`src/pipe_config.svh`:
```
`ifndef PIPE_CONFIG_SVH
`define PIPE_CONFIG_SVH

// ----------------------------------------------------------------------
// Pipeline control sizing
// ----------------------------------------------------------------------

// Register number width, r0..r31
`define REG_ADDR_W 5

`define LINK_REG 31   // Return address register written by JAL

// Performance counter width
`define COUNT_W 16

`endif

```
`src/mipsIsaPkg.sv`:
```
`default_nettype none

`include "pipe_config.svh"

package mipsIsaPkg;

    // ------------------------------------------------------------------
    // Primary opcodes
    // ------------------------------------------------------------------
    localparam logic [5:0] OP_SPECIAL = 6'b000000; // R-type, op in funct
    localparam logic [5:0] OP_J       = 6'b000010;
    localparam logic [5:0] OP_JAL     = 6'b000011; // Links into r31
    localparam logic [5:0] OP_BEQ     = 6'b000100;
    localparam logic [5:0] OP_BNE     = 6'b000101;

    // Immediate ALU group, rt is the destination
    localparam logic [5:0] OP_ADDI    = 6'b001000;
    localparam logic [5:0] OP_ADDIU   = 6'b001001;
    localparam logic [5:0] OP_SLTI    = 6'b001010;
    localparam logic [5:0] OP_SLTIU   = 6'b001011;
    localparam logic [5:0] OP_ANDI    = 6'b001100;
    localparam logic [5:0] OP_ORI     = 6'b001101;
    localparam logic [5:0] OP_XORI    = 6'b001110;
    localparam logic [5:0] OP_LUI     = 6'b001111;

    // Loads
    localparam logic [5:0] OP_LB      = 6'b100000;
    localparam logic [5:0] OP_LH      = 6'b100001;
    localparam logic [5:0] OP_LW      = 6'b100011;
    localparam logic [5:0] OP_LBU     = 6'b100100;
    localparam logic [5:0] OP_LHU     = 6'b100101;
    localparam logic [5:0] OP_LWU     = 6'b100111;

    // Stores, rt is read as data
    localparam logic [5:0] OP_SB      = 6'b101000;
    localparam logic [5:0] OP_SH      = 6'b101001;
    localparam logic [5:0] OP_SW      = 6'b101011;

    // Function codes under OP_SPECIAL
    localparam logic [5:0] FN_JR      = 6'b001000;
    localparam logic [5:0] FN_JALR    = 6'b001001; // Links into rd

    // ------------------------------------------------------------------
    // Instruction word, two views of the same 32 bits
    // ------------------------------------------------------------------
    typedef struct packed {
        logic [5:0]             opcode;
        logic [`REG_ADDR_W-1:0] rs;
        logic [`REG_ADDR_W-1:0] rt;
        logic [`REG_ADDR_W-1:0] rd;
        logic [4:0]             shamt;
        logic [5:0]             funct;
    } rTypeFmt;

    typedef struct packed {
        logic [5:0]             opcode;
        logic [`REG_ADDR_W-1:0] rs;
        logic [`REG_ADDR_W-1:0] rt;
        logic [15:0]            imm;    // Offset or immediate operand
    } iTypeFmt;

    typedef union packed {
        rTypeFmt rType;
        iTypeFmt iType;
    } instrWord;

endpackage

`default_nettype wire

```
`src/pipeCtrlPkg.sv`:
```
`default_nettype none

package pipeCtrlPkg;

    // Where the destination register number comes from
    typedef enum logic [1:0] {
        DST_RT = 2'b00,     // Loads, immediate ALU ops
        DST_RD = 2'b01,     // R-type incl. JALR
        DST_RA = 2'b10      // JAL, fixed link register
    } dstSel;

    // Stall episode tracking
    typedef enum logic {
        RUN  = 1'b0,
        HOLD = 1'b1         // Previous cycle was a stall
    } hazState;

endpackage

`default_nettype wire

```
`src/instrDecode.sv`:
```
`default_nettype none

`include "pipe_config.svh"

module instrDecode (
    input  wire logic                   instrValid,
    input  wire mipsIsaPkg::instrWord   instr,
    output logic [`REG_ADDR_W-1:0]      rs,
    output logic [`REG_ADDR_W-1:0]      rt,
    output logic [`REG_ADDR_W-1:0]      dst,
    output pipeCtrlPkg::dstSel          dstKind,
    output logic                        isBranchCmp,
    output logic                        isLoad,
    output logic                        writesReg,
    output logic                        isJump,
    output logic                        isJr
);

    localparam logic [`REG_ADDR_W-1:0] linkReg = `LINK_REG;

    logic loadOp;       // Any load opcode
    logic writeClass;   // Opcode class that writes a register
    logic liveDst;      // Destination other than r0

    always_comb begin
        // Invalid word falls through as a NOP
        rs          = '0;
        rt          = '0;
        dst         = '0;
        dstKind     = pipeCtrlPkg::DST_RT;
        loadOp      = 1'b0;
        writeClass  = 1'b0;
        isBranchCmp = 1'b0;
        isJump      = 1'b0;
        isJr        = 1'b0;
        if (instrValid) begin
            if (instr.rType.opcode == mipsIsaPkg::OP_SPECIAL) begin
                rs      = instr.rType.rs;
                rt      = instr.rType.rt;
                dst     = instr.rType.rd;
                dstKind = pipeCtrlPkg::DST_RD;
                isJr    = (instr.rType.funct == mipsIsaPkg::FN_JR) ||
                          (instr.rType.funct == mipsIsaPkg::FN_JALR);
                writeClass = (instr.rType.funct != mipsIsaPkg::FN_JR); // JR links nothing
            end else begin
                rs = instr.iType.rs;
                rt = instr.iType.rt;
                case (instr.iType.opcode)
                    mipsIsaPkg::OP_BEQ, mipsIsaPkg::OP_BNE:
                        isBranchCmp = 1'b1;
                    mipsIsaPkg::OP_J:
                        isJump = 1'b1;
                    mipsIsaPkg::OP_JAL: begin
                        isJump     = 1'b1;
                        dst        = linkReg;
                        dstKind    = pipeCtrlPkg::DST_RA;
                        writeClass = 1'b1;
                    end
                    mipsIsaPkg::OP_LW, mipsIsaPkg::OP_LB, mipsIsaPkg::OP_LH,
                    mipsIsaPkg::OP_LBU, mipsIsaPkg::OP_LHU, mipsIsaPkg::OP_LWU: begin
                        loadOp     = 1'b1;
                        dst        = instr.iType.rt;
                        writeClass = 1'b1;
                    end
                    mipsIsaPkg::OP_ADDI, mipsIsaPkg::OP_ADDIU, mipsIsaPkg::OP_ANDI,
                    mipsIsaPkg::OP_ORI, mipsIsaPkg::OP_XORI, mipsIsaPkg::OP_LUI,
                    mipsIsaPkg::OP_SLTI, mipsIsaPkg::OP_SLTIU: begin
                        dst        = instr.iType.rt;
                        writeClass = 1'b1;
                    end
                    mipsIsaPkg::OP_SW, mipsIsaPkg::OP_SB, mipsIsaPkg::OP_SH:
                        writeClass = 1'b0;      // Store data in rt, no destination
                    default: ;                  // Unknown opcode, no hazard role
                endcase
            end
        end
    end

    // Writes to r0 never create a dependency
    assign liveDst   = (dst != '0);
    assign writesReg = writeClass && liveDst;
    assign isLoad    = loadOp && liveDst;

    // Jump register and compare branch come from disjoint opcodes
    jrNotBranch: assert final (!(isJr && isBranchCmp))
        else $error("isJr and isBranchCmp both high");

endmodule

`default_nettype wire

```
`src/destTracker.sv`:
```
`default_nettype none

`include "pipe_config.svh"

module destTracker (
    input  wire logic                   clk,
    input  wire logic                   reset,
    input  wire logic                   advance,     // PC write, ID moves on
    input  wire logic                   bubble,      // Control stall
    input  wire logic [`REG_ADDR_W-1:0] dst,
    input  wire pipeCtrlPkg::dstSel     dstKind,
    input  wire logic                   writesReg,
    input  wire logic                   isLoad,
    output logic [`REG_ADDR_W-1:0]      idExRt,
    output logic [`REG_ADDR_W-1:0]      idExRd,
    output pipeCtrlPkg::dstSel          idExKind,
    output logic                        idExWrite,
    output logic                        idExMemRead,
    output logic [`REG_ADDR_W-1:0]      exMemDst,
    output logic                        exMemWrite
);

    logic [`REG_ADDR_W-1:0] idExDst;    // Destination of the EX instruction
    logic                   takeId;     // ID instruction enters EX

    assign takeId = advance && !bubble;

    // ------------------------------------------------------------------
    // Two-deep destination record, ID/EX then EX/MEM
    // ------------------------------------------------------------------
    always_ff @(posedge clk) begin
        if (reset) begin
            idExDst     <= '0;
            idExKind    <= pipeCtrlPkg::DST_RT;
            idExWrite   <= 1'b0;
            idExMemRead <= 1'b0;
            exMemDst    <= '0;
            exMemWrite  <= 1'b0;
        end else begin
            if (takeId) begin
                idExDst     <= dst;
                idExKind    <= dstKind;
                idExWrite   <= writesReg;
                idExMemRead <= isLoad;
            end else begin               // Empty slot enters EX
                idExDst     <= '0;
                idExKind    <= pipeCtrlPkg::DST_RT;
                idExWrite   <= 1'b0;
                idExMemRead <= 1'b0;
            end
            exMemDst   <= idExDst;       // Older record always moves on
            exMemWrite <= idExWrite;
        end
    end

    // Field views as the datapath would see them in ID/EX
    assign idExRt = (idExKind == pipeCtrlPkg::DST_RT) ? idExDst : '0;
    assign idExRd = (idExKind == pipeCtrlPkg::DST_RT) ? '0 : idExDst;

    // Every load recorded in EX also writes its destination
    loadWrites: assert property (@(posedge clk) disable iff (reset)
        idExMemRead |-> idExWrite)
        else $error("ID/EX load without register write");

endmodule

`default_nettype wire

```
`src/hazardFsm.sv`:
```
`default_nettype none

`include "pipe_config.svh"

module hazardFsm (
    input  wire logic                   clk,
    input  wire logic                   reset,
    input  wire logic [`REG_ADDR_W-1:0] rs,
    input  wire logic [`REG_ADDR_W-1:0] rt,
    input  wire logic                   isBranchCmp,
    input  wire logic                   isLoad,
    input  wire logic                   isJump,
    input  wire logic                   isJr,
    input  wire logic [`REG_ADDR_W-1:0] idExRt,
    input  wire logic [`REG_ADDR_W-1:0] idExRd,
    input  wire pipeCtrlPkg::dstSel     idExKind,
    input  wire logic                   idExWrite,
    input  wire logic                   idExMemRead,
    input  wire logic [`REG_ADDR_W-1:0] exMemDst,
    input  wire logic                   exMemWrite,
    input  wire logic [`REG_ADDR_W-1:0] memWbDst,
    output logic                        pcWrite,
    output logic                        ifIdWrite,
    output logic                        controlStall,
    output logic                        branchFlush,
    output logic                        compareReady,
    output logic                        stallStart   // First cycle of an episode
);

    localparam logic [`REG_ADDR_W-1:0] linkReg = `LINK_REG;

    pipeCtrlPkg::hazState   state;
    logic [`REG_ADDR_W-1:0] exDst;      // Selected EX destination
    logic                   exHitRs;
    logic                   exHitRt;
    logic                   memHitRs;
    logic                   branchHaz;  // Rule 1
    logic                   loadUse;    // Rule 3
    logic                   linkBusy;   // Rule 4
    logic                   jrSrcBusy;  // Rule 5

    // ------------------------------------------------------------------
    // Dependency checks
    // ------------------------------------------------------------------
    assign exDst    = (idExKind == pipeCtrlPkg::DST_RT) ? idExRt : idExRd;
    assign exHitRs  = idExWrite && (exDst == rs);
    assign exHitRt  = idExWrite && (exDst == rt);
    assign memHitRs = exMemWrite && (exMemDst == rs);

    assign branchHaz = isBranchCmp && (exHitRs || exHitRt);
    // A load in ID has rt as its destination, not a source
    assign loadUse   = idExMemRead && ((exDst == rs) || (!isLoad && (exDst == rt)));
    assign linkBusy  = isJr && ((idExWrite && (idExKind == pipeCtrlPkg::DST_RA)) ||
                                (exMemWrite && (exMemDst == linkReg)));
    assign jrSrcBusy = isJr && (exHitRs || memHitRs);

    // ------------------------------------------------------------------
    // Rules in priority order
    // ------------------------------------------------------------------
    always_comb begin
        pcWrite      = 1'b1;            // Default, pipeline flows
        ifIdWrite    = 1'b1;
        controlStall = 1'b0;
        branchFlush  = 1'b0;
        compareReady = 1'b0;
        if (branchHaz) begin
            pcWrite      = 1'b0;
            ifIdWrite    = 1'b0;
            controlStall = 1'b1;
            // Ready only if WB is not about to write a compared source
            compareReady = (memWbDst != rs) && (memWbDst != rt);
        end else if (isBranchCmp) begin
            compareReady = 1'b1;        // Operands clean, compare in ID
        end else if (loadUse) begin
            pcWrite      = 1'b0;
            ifIdWrite    = 1'b0;
            controlStall = 1'b1;
        end else if (linkBusy) begin
            pcWrite      = 1'b0;        // Return address still in flight
            ifIdWrite    = 1'b0;
            controlStall = 1'b1;
            branchFlush  = 1'b1;
        end else if (jrSrcBusy) begin
            pcWrite      = 1'b0;
            ifIdWrite    = 1'b0;
            controlStall = 1'b1;
        end else if (isJump || isJr) begin
            ifIdWrite    = 1'b0;        // Target fetched, slot squashed
            branchFlush  = 1'b1;
        end
    end

    // Episode state, HOLD after any stall cycle
    always_ff @(posedge clk) begin
        if (reset) begin
            state <= pipeCtrlPkg::RUN;
        end else begin
            state <= controlStall ? pipeCtrlPkg::HOLD : pipeCtrlPkg::RUN;
        end
    end

    assign stallStart = (state == pipeCtrlPkg::RUN) && controlStall;

    stallFreezesPc: assert property (@(posedge clk) disable iff (reset)
        controlStall |-> !pcWrite)
        else $error("PC written during a control stall");

    // Tracker must turn every stall into an empty EX slot
    stallBubbles: assert property (@(posedge clk) disable iff (reset)
        controlStall |=> !idExWrite)
        else $error("No bubble in ID/EX after a stall");

endmodule

`default_nettype wire

```
`src/stallCounter.sv`:
```
`default_nettype none

`include "pipe_config.svh"

module stallCounter (
    input  wire logic           clk,
    input  wire logic           reset,
    input  wire logic           stallStart,
    input  wire logic           branchFlush,
    input  wire logic           instrValid,
    output logic [`COUNT_W-1:0] stallCount,    // Stall episodes
    output logic [`COUNT_W-1:0] flushCount     // Flush cycles on valid words
);

    // Sticks at all ones
    function automatic logic [`COUNT_W-1:0] satInc(input logic [`COUNT_W-1:0] val);
        return (val == '1) ? val : val + 1'b1;
    endfunction

    always_ff @(posedge clk) begin
        if (reset) begin
            stallCount <= '0;
            flushCount <= '0;
        end else begin
            if (stallStart) begin
                stallCount <= satInc(stallCount);
            end
            if (branchFlush && instrValid) begin
                flushCount <= satInc(flushCount);
            end
        end
    end

endmodule

`default_nettype wire

```
`src/hazardTop.sv`:
```
`default_nettype none

`include "pipe_config.svh"

module hazardTop (
    input  wire logic                   clk,
    input  wire logic                   reset,
    input  wire logic                   instrValid,
    input  wire mipsIsaPkg::instrWord   instr,       // IF/ID word
    input  wire logic [`REG_ADDR_W-1:0] memWbDst,
    output logic                        pcWrite,
    output logic                        ifIdWrite,
    output logic                        controlStall,
    output logic                        branchFlush,
    output logic                        compareReady,
    output logic [`COUNT_W-1:0]         stallCount,
    output logic [`COUNT_W-1:0]         flushCount
);

    // ID stage decode
    logic [`REG_ADDR_W-1:0] rs;
    logic [`REG_ADDR_W-1:0] rt;
    logic [`REG_ADDR_W-1:0] dst;
    pipeCtrlPkg::dstSel     dstKind;
    logic                   isBranchCmp;
    logic                   isLoad;
    logic                   writesReg;
    logic                   isJump;
    logic                   isJr;

    // Destination records
    logic [`REG_ADDR_W-1:0] idExRt;
    logic [`REG_ADDR_W-1:0] idExRd;
    pipeCtrlPkg::dstSel     idExKind;
    logic                   idExWrite;
    logic                   idExMemRead;
    logic [`REG_ADDR_W-1:0] exMemDst;
    logic                   exMemWrite;

    logic                   stallStart;

    instrDecode decode0 (
        .instrValid  (instrValid),
        .instr       (instr),
        .rs          (rs),
        .rt          (rt),
        .dst         (dst),
        .dstKind     (dstKind),
        .isBranchCmp (isBranchCmp),
        .isLoad      (isLoad),
        .writesReg   (writesReg),
        .isJump      (isJump),
        .isJr        (isJr)
    );

    destTracker tracker0 (
        .clk         (clk),
        .reset       (reset),
        .advance     (pcWrite),
        .bubble      (controlStall),
        .dst         (dst),
        .dstKind     (dstKind),
        .writesReg   (writesReg),
        .isLoad      (isLoad),
        .idExRt      (idExRt),
        .idExRd      (idExRd),
        .idExKind    (idExKind),
        .idExWrite   (idExWrite),
        .idExMemRead (idExMemRead),
        .exMemDst    (exMemDst),
        .exMemWrite  (exMemWrite)
    );

    hazardFsm fsm0 (
        .clk          (clk),
        .reset        (reset),
        .rs           (rs),
        .rt           (rt),
        .isBranchCmp  (isBranchCmp),
        .isLoad       (isLoad),
        .isJump       (isJump),
        .isJr         (isJr),
        .idExRt       (idExRt),
        .idExRd       (idExRd),
        .idExKind     (idExKind),
        .idExWrite    (idExWrite),
        .idExMemRead  (idExMemRead),
        .exMemDst     (exMemDst),
        .exMemWrite   (exMemWrite),
        .memWbDst     (memWbDst),
        .pcWrite      (pcWrite),
        .ifIdWrite    (ifIdWrite),
        .controlStall (controlStall),
        .branchFlush  (branchFlush),
        .compareReady (compareReady),
        .stallStart   (stallStart)
    );

    stallCounter counter0 (
        .clk         (clk),
        .reset       (reset),
        .stallStart  (stallStart),
        .branchFlush (branchFlush),
        .instrValid  (instrValid),
        .stallCount  (stallCount),
        .flushCount  (flushCount)
    );

endmodule

`default_nettype wire

```
`config.mk`:
```
export PLATFORM = sky130hd
export DESIGN_NAME = hazardTop
export DESIGN_NICKNAME = d
export VERILOG_FILES = /design/src/mipsIsaPkg.sv /design/src/pipeCtrlPkg.sv /design/src/instrDecode.sv /design/src/destTracker.sv /design/src/hazardFsm.sv /design/src/stallCounter.sv /design/src/hazardTop.sv
export VERILOG_INCLUDE_DIRS = /design/src
export SDC_FILE = /design/constraint.sdc
export NUM_CORES = 1
export LEC_CHECK = 0
export BUFFER_PORTS_ARGS = -buffer_cell sky130_fd_sc_hd__buf_2
export CAP_MARGIN = 15
export CORE_ASPECT_RATIO = 0.5
export CORE_MARGIN = 4
export CORE_UTILIZATION = 54
export DETAILED_ROUTE_END_ITERATION = 7
export PLACE_DENSITY = 0.81
export SETUP_SLACK_MARGIN = 0.05
export SYNTH_ARGS = -nofsm -noshare
export SYNTH_HDL_FRONTEND = slang
export SYNTH_HIERARCHICAL = 1
export SYNTH_SLANG_ARGS = --single-unit
```
`constraint.sdc`:
```
create_clock -name clk -period 3.65 [get_ports clk]
set_input_delay 0.5475 -clock clk [delete_from_list [all_inputs] [get_ports clk]]
set_output_delay 0.5475 -clock clk [all_outputs]
set_load 0.05 [all_outputs]
```
==> impl_metrics.tcl <==
set metrics [dict create \
    outcome "completed" \
    numCtsBuffers 5 \
    synthToLayoutAreaGrowth_pct 28.68 \
    worstMarginPinSlew_ns 0.9638 \
    syn_inst 364 \
    nets 504 \
    grt_pass1_vias 2843 \
    viasPerCell 5.940 \
    crit_type "flop to output port" \
    cts_root_buffer "clkbuf_16" \
    fin_hold_ws_ns 0.5048 \
    clk_path_buf_depth 2 \
    setup_violations 0 \
    cts_sinks 48 \
    ys_types 64 \
    grt_pass1_wl_mm 12.72 \
    post-route-period-util_pct 96.19 \
    cp.required_ns 3.10 \
    vias 3184 \
    syn-num-nets 406 \
    slew_violations 0 \
    dieArea_um2 7094 \
    syn_area_um2 3102 \
    maxSlewHeadroom_pct 35.75 \
    crit_chain "buf_6 > nor3b_2 > nor3b_4 > o21ai_1 > a222oi_1 > nor4b_4 > buf_4 > o211ai_1 > and3b_2 > buf_4 > buf_2" \
    min_period_ns 3.511 \
    power_uw 1193 \
    antenna_found_initial 0 \
    row_count 19 \
    drc 0 \
    wl_mm 8.133 \
    reg2reg_slack_ns 0.18 \
    insertion_delay_ns 0.28 \
    worst-path-buf-inv 4 \
    endpoint_kind "output port" \
    wl_met3_um 505 \
    cp_top_family "simple AND/OR/NAND/NOR gates" \
    wl_met1_mm 3.636 \
    rsz0062_at_grt "true" \
    syn_avg_cell_area_um2 8.521 \
    power_density_nw_per_um2 299.0 \
    die_h_um 61.59 \
    drt.antenna.violating_nets 0 \
    routed.top_layer "met4" \
    dp_hpwl_mm 5.970 \
    worstPathMaxFanout 6 \
    io_buffers 71 \
    vdd_drop_max_uv 329.4 \
    start_util_pct 56.24 \
    io_pins 77 \
    ys_seq_elements 48 \
    min_from "tracker0/idExDst[2]$_SDFF_PP0_" \
    synthFlopType "dfxtp_1" \
    drt-pass1-iter-count 4 \
    critPathMostFrequentCell "buf_4" \
    fmax_mhz 284.8 \
    layout-drive-gt1-share_pct 33.69 \
    synth_edf_count 0 \
    r2r-start "tracker0/idExKind[1]$_SDFF_PP0_" \
    clk_pin_slew_ns 0.06 \
    clock_skew_ns 0.003043 \
    async_flop_share_pct 0 \
    crit_path_start_kind "flop" \
    gp_congestion 0.8846 \
    diodes 0 \
    seq_area_frac_synth_pct 30.98 \
    h-tree-depth 2 \
    cts_tree "yes" \
    grt_max_degree 57 \
    critPathMaxStageDelay_ns 0.43 \
    wl_met2_mm 3.940 \
    cp.arrival_ns 2.96 \
    hp-class "flop to flop" \
    die_w_um 115.2 \
    grt_use_total_pct 21.84 \
    finalHoldViolCount 0 \
    crit_slowest_cell "a222oi_1" \
    drtIter0Drc 193 \
    yosys_warnings 6 \
    p_leak_uw 0.001625 \
    cp-startpoint "tracker0/idExKind[1]$_SDFF_PP0_" \
    cts_hold_buf 0 \
    drv_cap 0 \
    core_um2 5515 \
    overflow 0 \
    wire_per_inst_um 15.17 \
]
[cells in the final DEF, fill, tap and decap left out, drive strengths merged, types with 7 or more instances in the layout]
master	n
a211oi	9
a21oi	19
and2	12
buf	102
clkbuf	7
dfxtp	48
inv	12
nand2	14
nand3	14
nand4	12
nor2	27
nor2b	11
nor3	17
nor3b	9
nor4	12
o21a	10
o21ai	11
o31ai	7
or3	11
xnor2	7
xor2	11
[sequential cells by signal, indices dropped and copies added (netlist names)]
name and flops:
tracker0/idExKind 2, tracker0/exMemWrite 1, tracker0/exMemDst 5, counter0/stallCount 16
tracker0/idExWrite 1, tracker0/idExDst 5, fsm0/state 1, counter0/flushCount 16
tracker0/idExMemRead 1
[final cells by class]
type                            count  area, um^2
Timing Repair Buffer              102       595.6
Clock inverter                      1       30.03
Fill cell                         422        1524
Tap cell                           73       91.34
Clock buffer                        7       152.6
Inverter                           12       45.04
Multi-Input combinational cell    293        2108
Sequential cell                    48       968.4
[metal layers]
metal,global-route usage (%),up-vias
met2,38.98,116
met3,3.631,6
met5,0,-
met1,28.45,1487
met4,4.682,0
li1,-,1575
[cell families after synthesis]
logic type	Yosys count	share of synthesized area, %
AOI/OAI and AO/OA	85	18.88
adders and majority gates	2	0.8066
and+or+nand+nor	179	37.60
xor gates and xnor gates	18	5.083
DFF	48	30.98
buffers and inverters	23	3.509
muxes	9	3.146
[cell usage after synthesis (7+ instances only)]
cell type / count / share of area, %
nand4_1: 11 / 2.2
dfxtp_1: 48 / 31
nor3b_1: 9 / 2.2
nor3_1: 17 / 2.7
or3_1: 11 / 2.2
and2_1: 12 / 2.4
a211oi_1: 8 / 1.9
xnor2_1: 7 / 2.0
nor4_1: 9 / 1.8
inv_1: 12 / 1.5
nor2b_1: 11 / 2.2
xor2_1: 11 / 3.1
nand3_1: 13 / 2.1
nor2_1: 26 / 3.1
o21ai_0: 11 / 1.8
a21oi_1: 19 / 3.1
o21a_1: 10 / 2.4
nand2_1: 14 / 1.7
[stage by stage]
| step | std cells | util, % | worst slack, ns | cell area (um^2) | setup TNS (ns) |
|---|---|---|---|---|---|
| detailed placement | 520 | 66.42 | -0.1350 | 3664 | -0.6843 |
| global route | 536 | 72.37 | 0.005233 | 3991 | 0 |
| finish | 536 | 72.37 | 0.1391 | 3991 | 0 |
| floorplan | 364 | - | 0.05799 | 3108 | 0 |
| CTS | 528 | 69.78 | 0.06340 | 3849 | 0 |
| global placement | 520 | 66.42 | -0.01715 | 3664 | -0.02518 |
[report_power, final]
group | internal [uW] | leakage [uW] | switching [uW]
registers | 525 | 0.000388 | 2.21
logic | 54.9 | 0.00115 | 65.7
clock network | 360 | 0.0000901 | 185
[worst paths after layout]
kind / end / cells after the start
worst max register to register: counter0/stallCount[13]$_SDFFE_PP0P_ / 13
worst min register to register: tracker0/exMemDst[2]$_SDFF_PP0_ / 1
worst min-delay path: tracker0/exMemDst[2]$_SDFF_PP0_ / 1
worst max-delay path: branchFlush / 11
[repair_timing]
item / CTS / global route
endpoints found under the setup margin: 4 / 19
pin swaps: 0 / 9
buffers inserted: 0 / 8
resized for setup: 2 / 24
(Power assumes the default switching activity.)
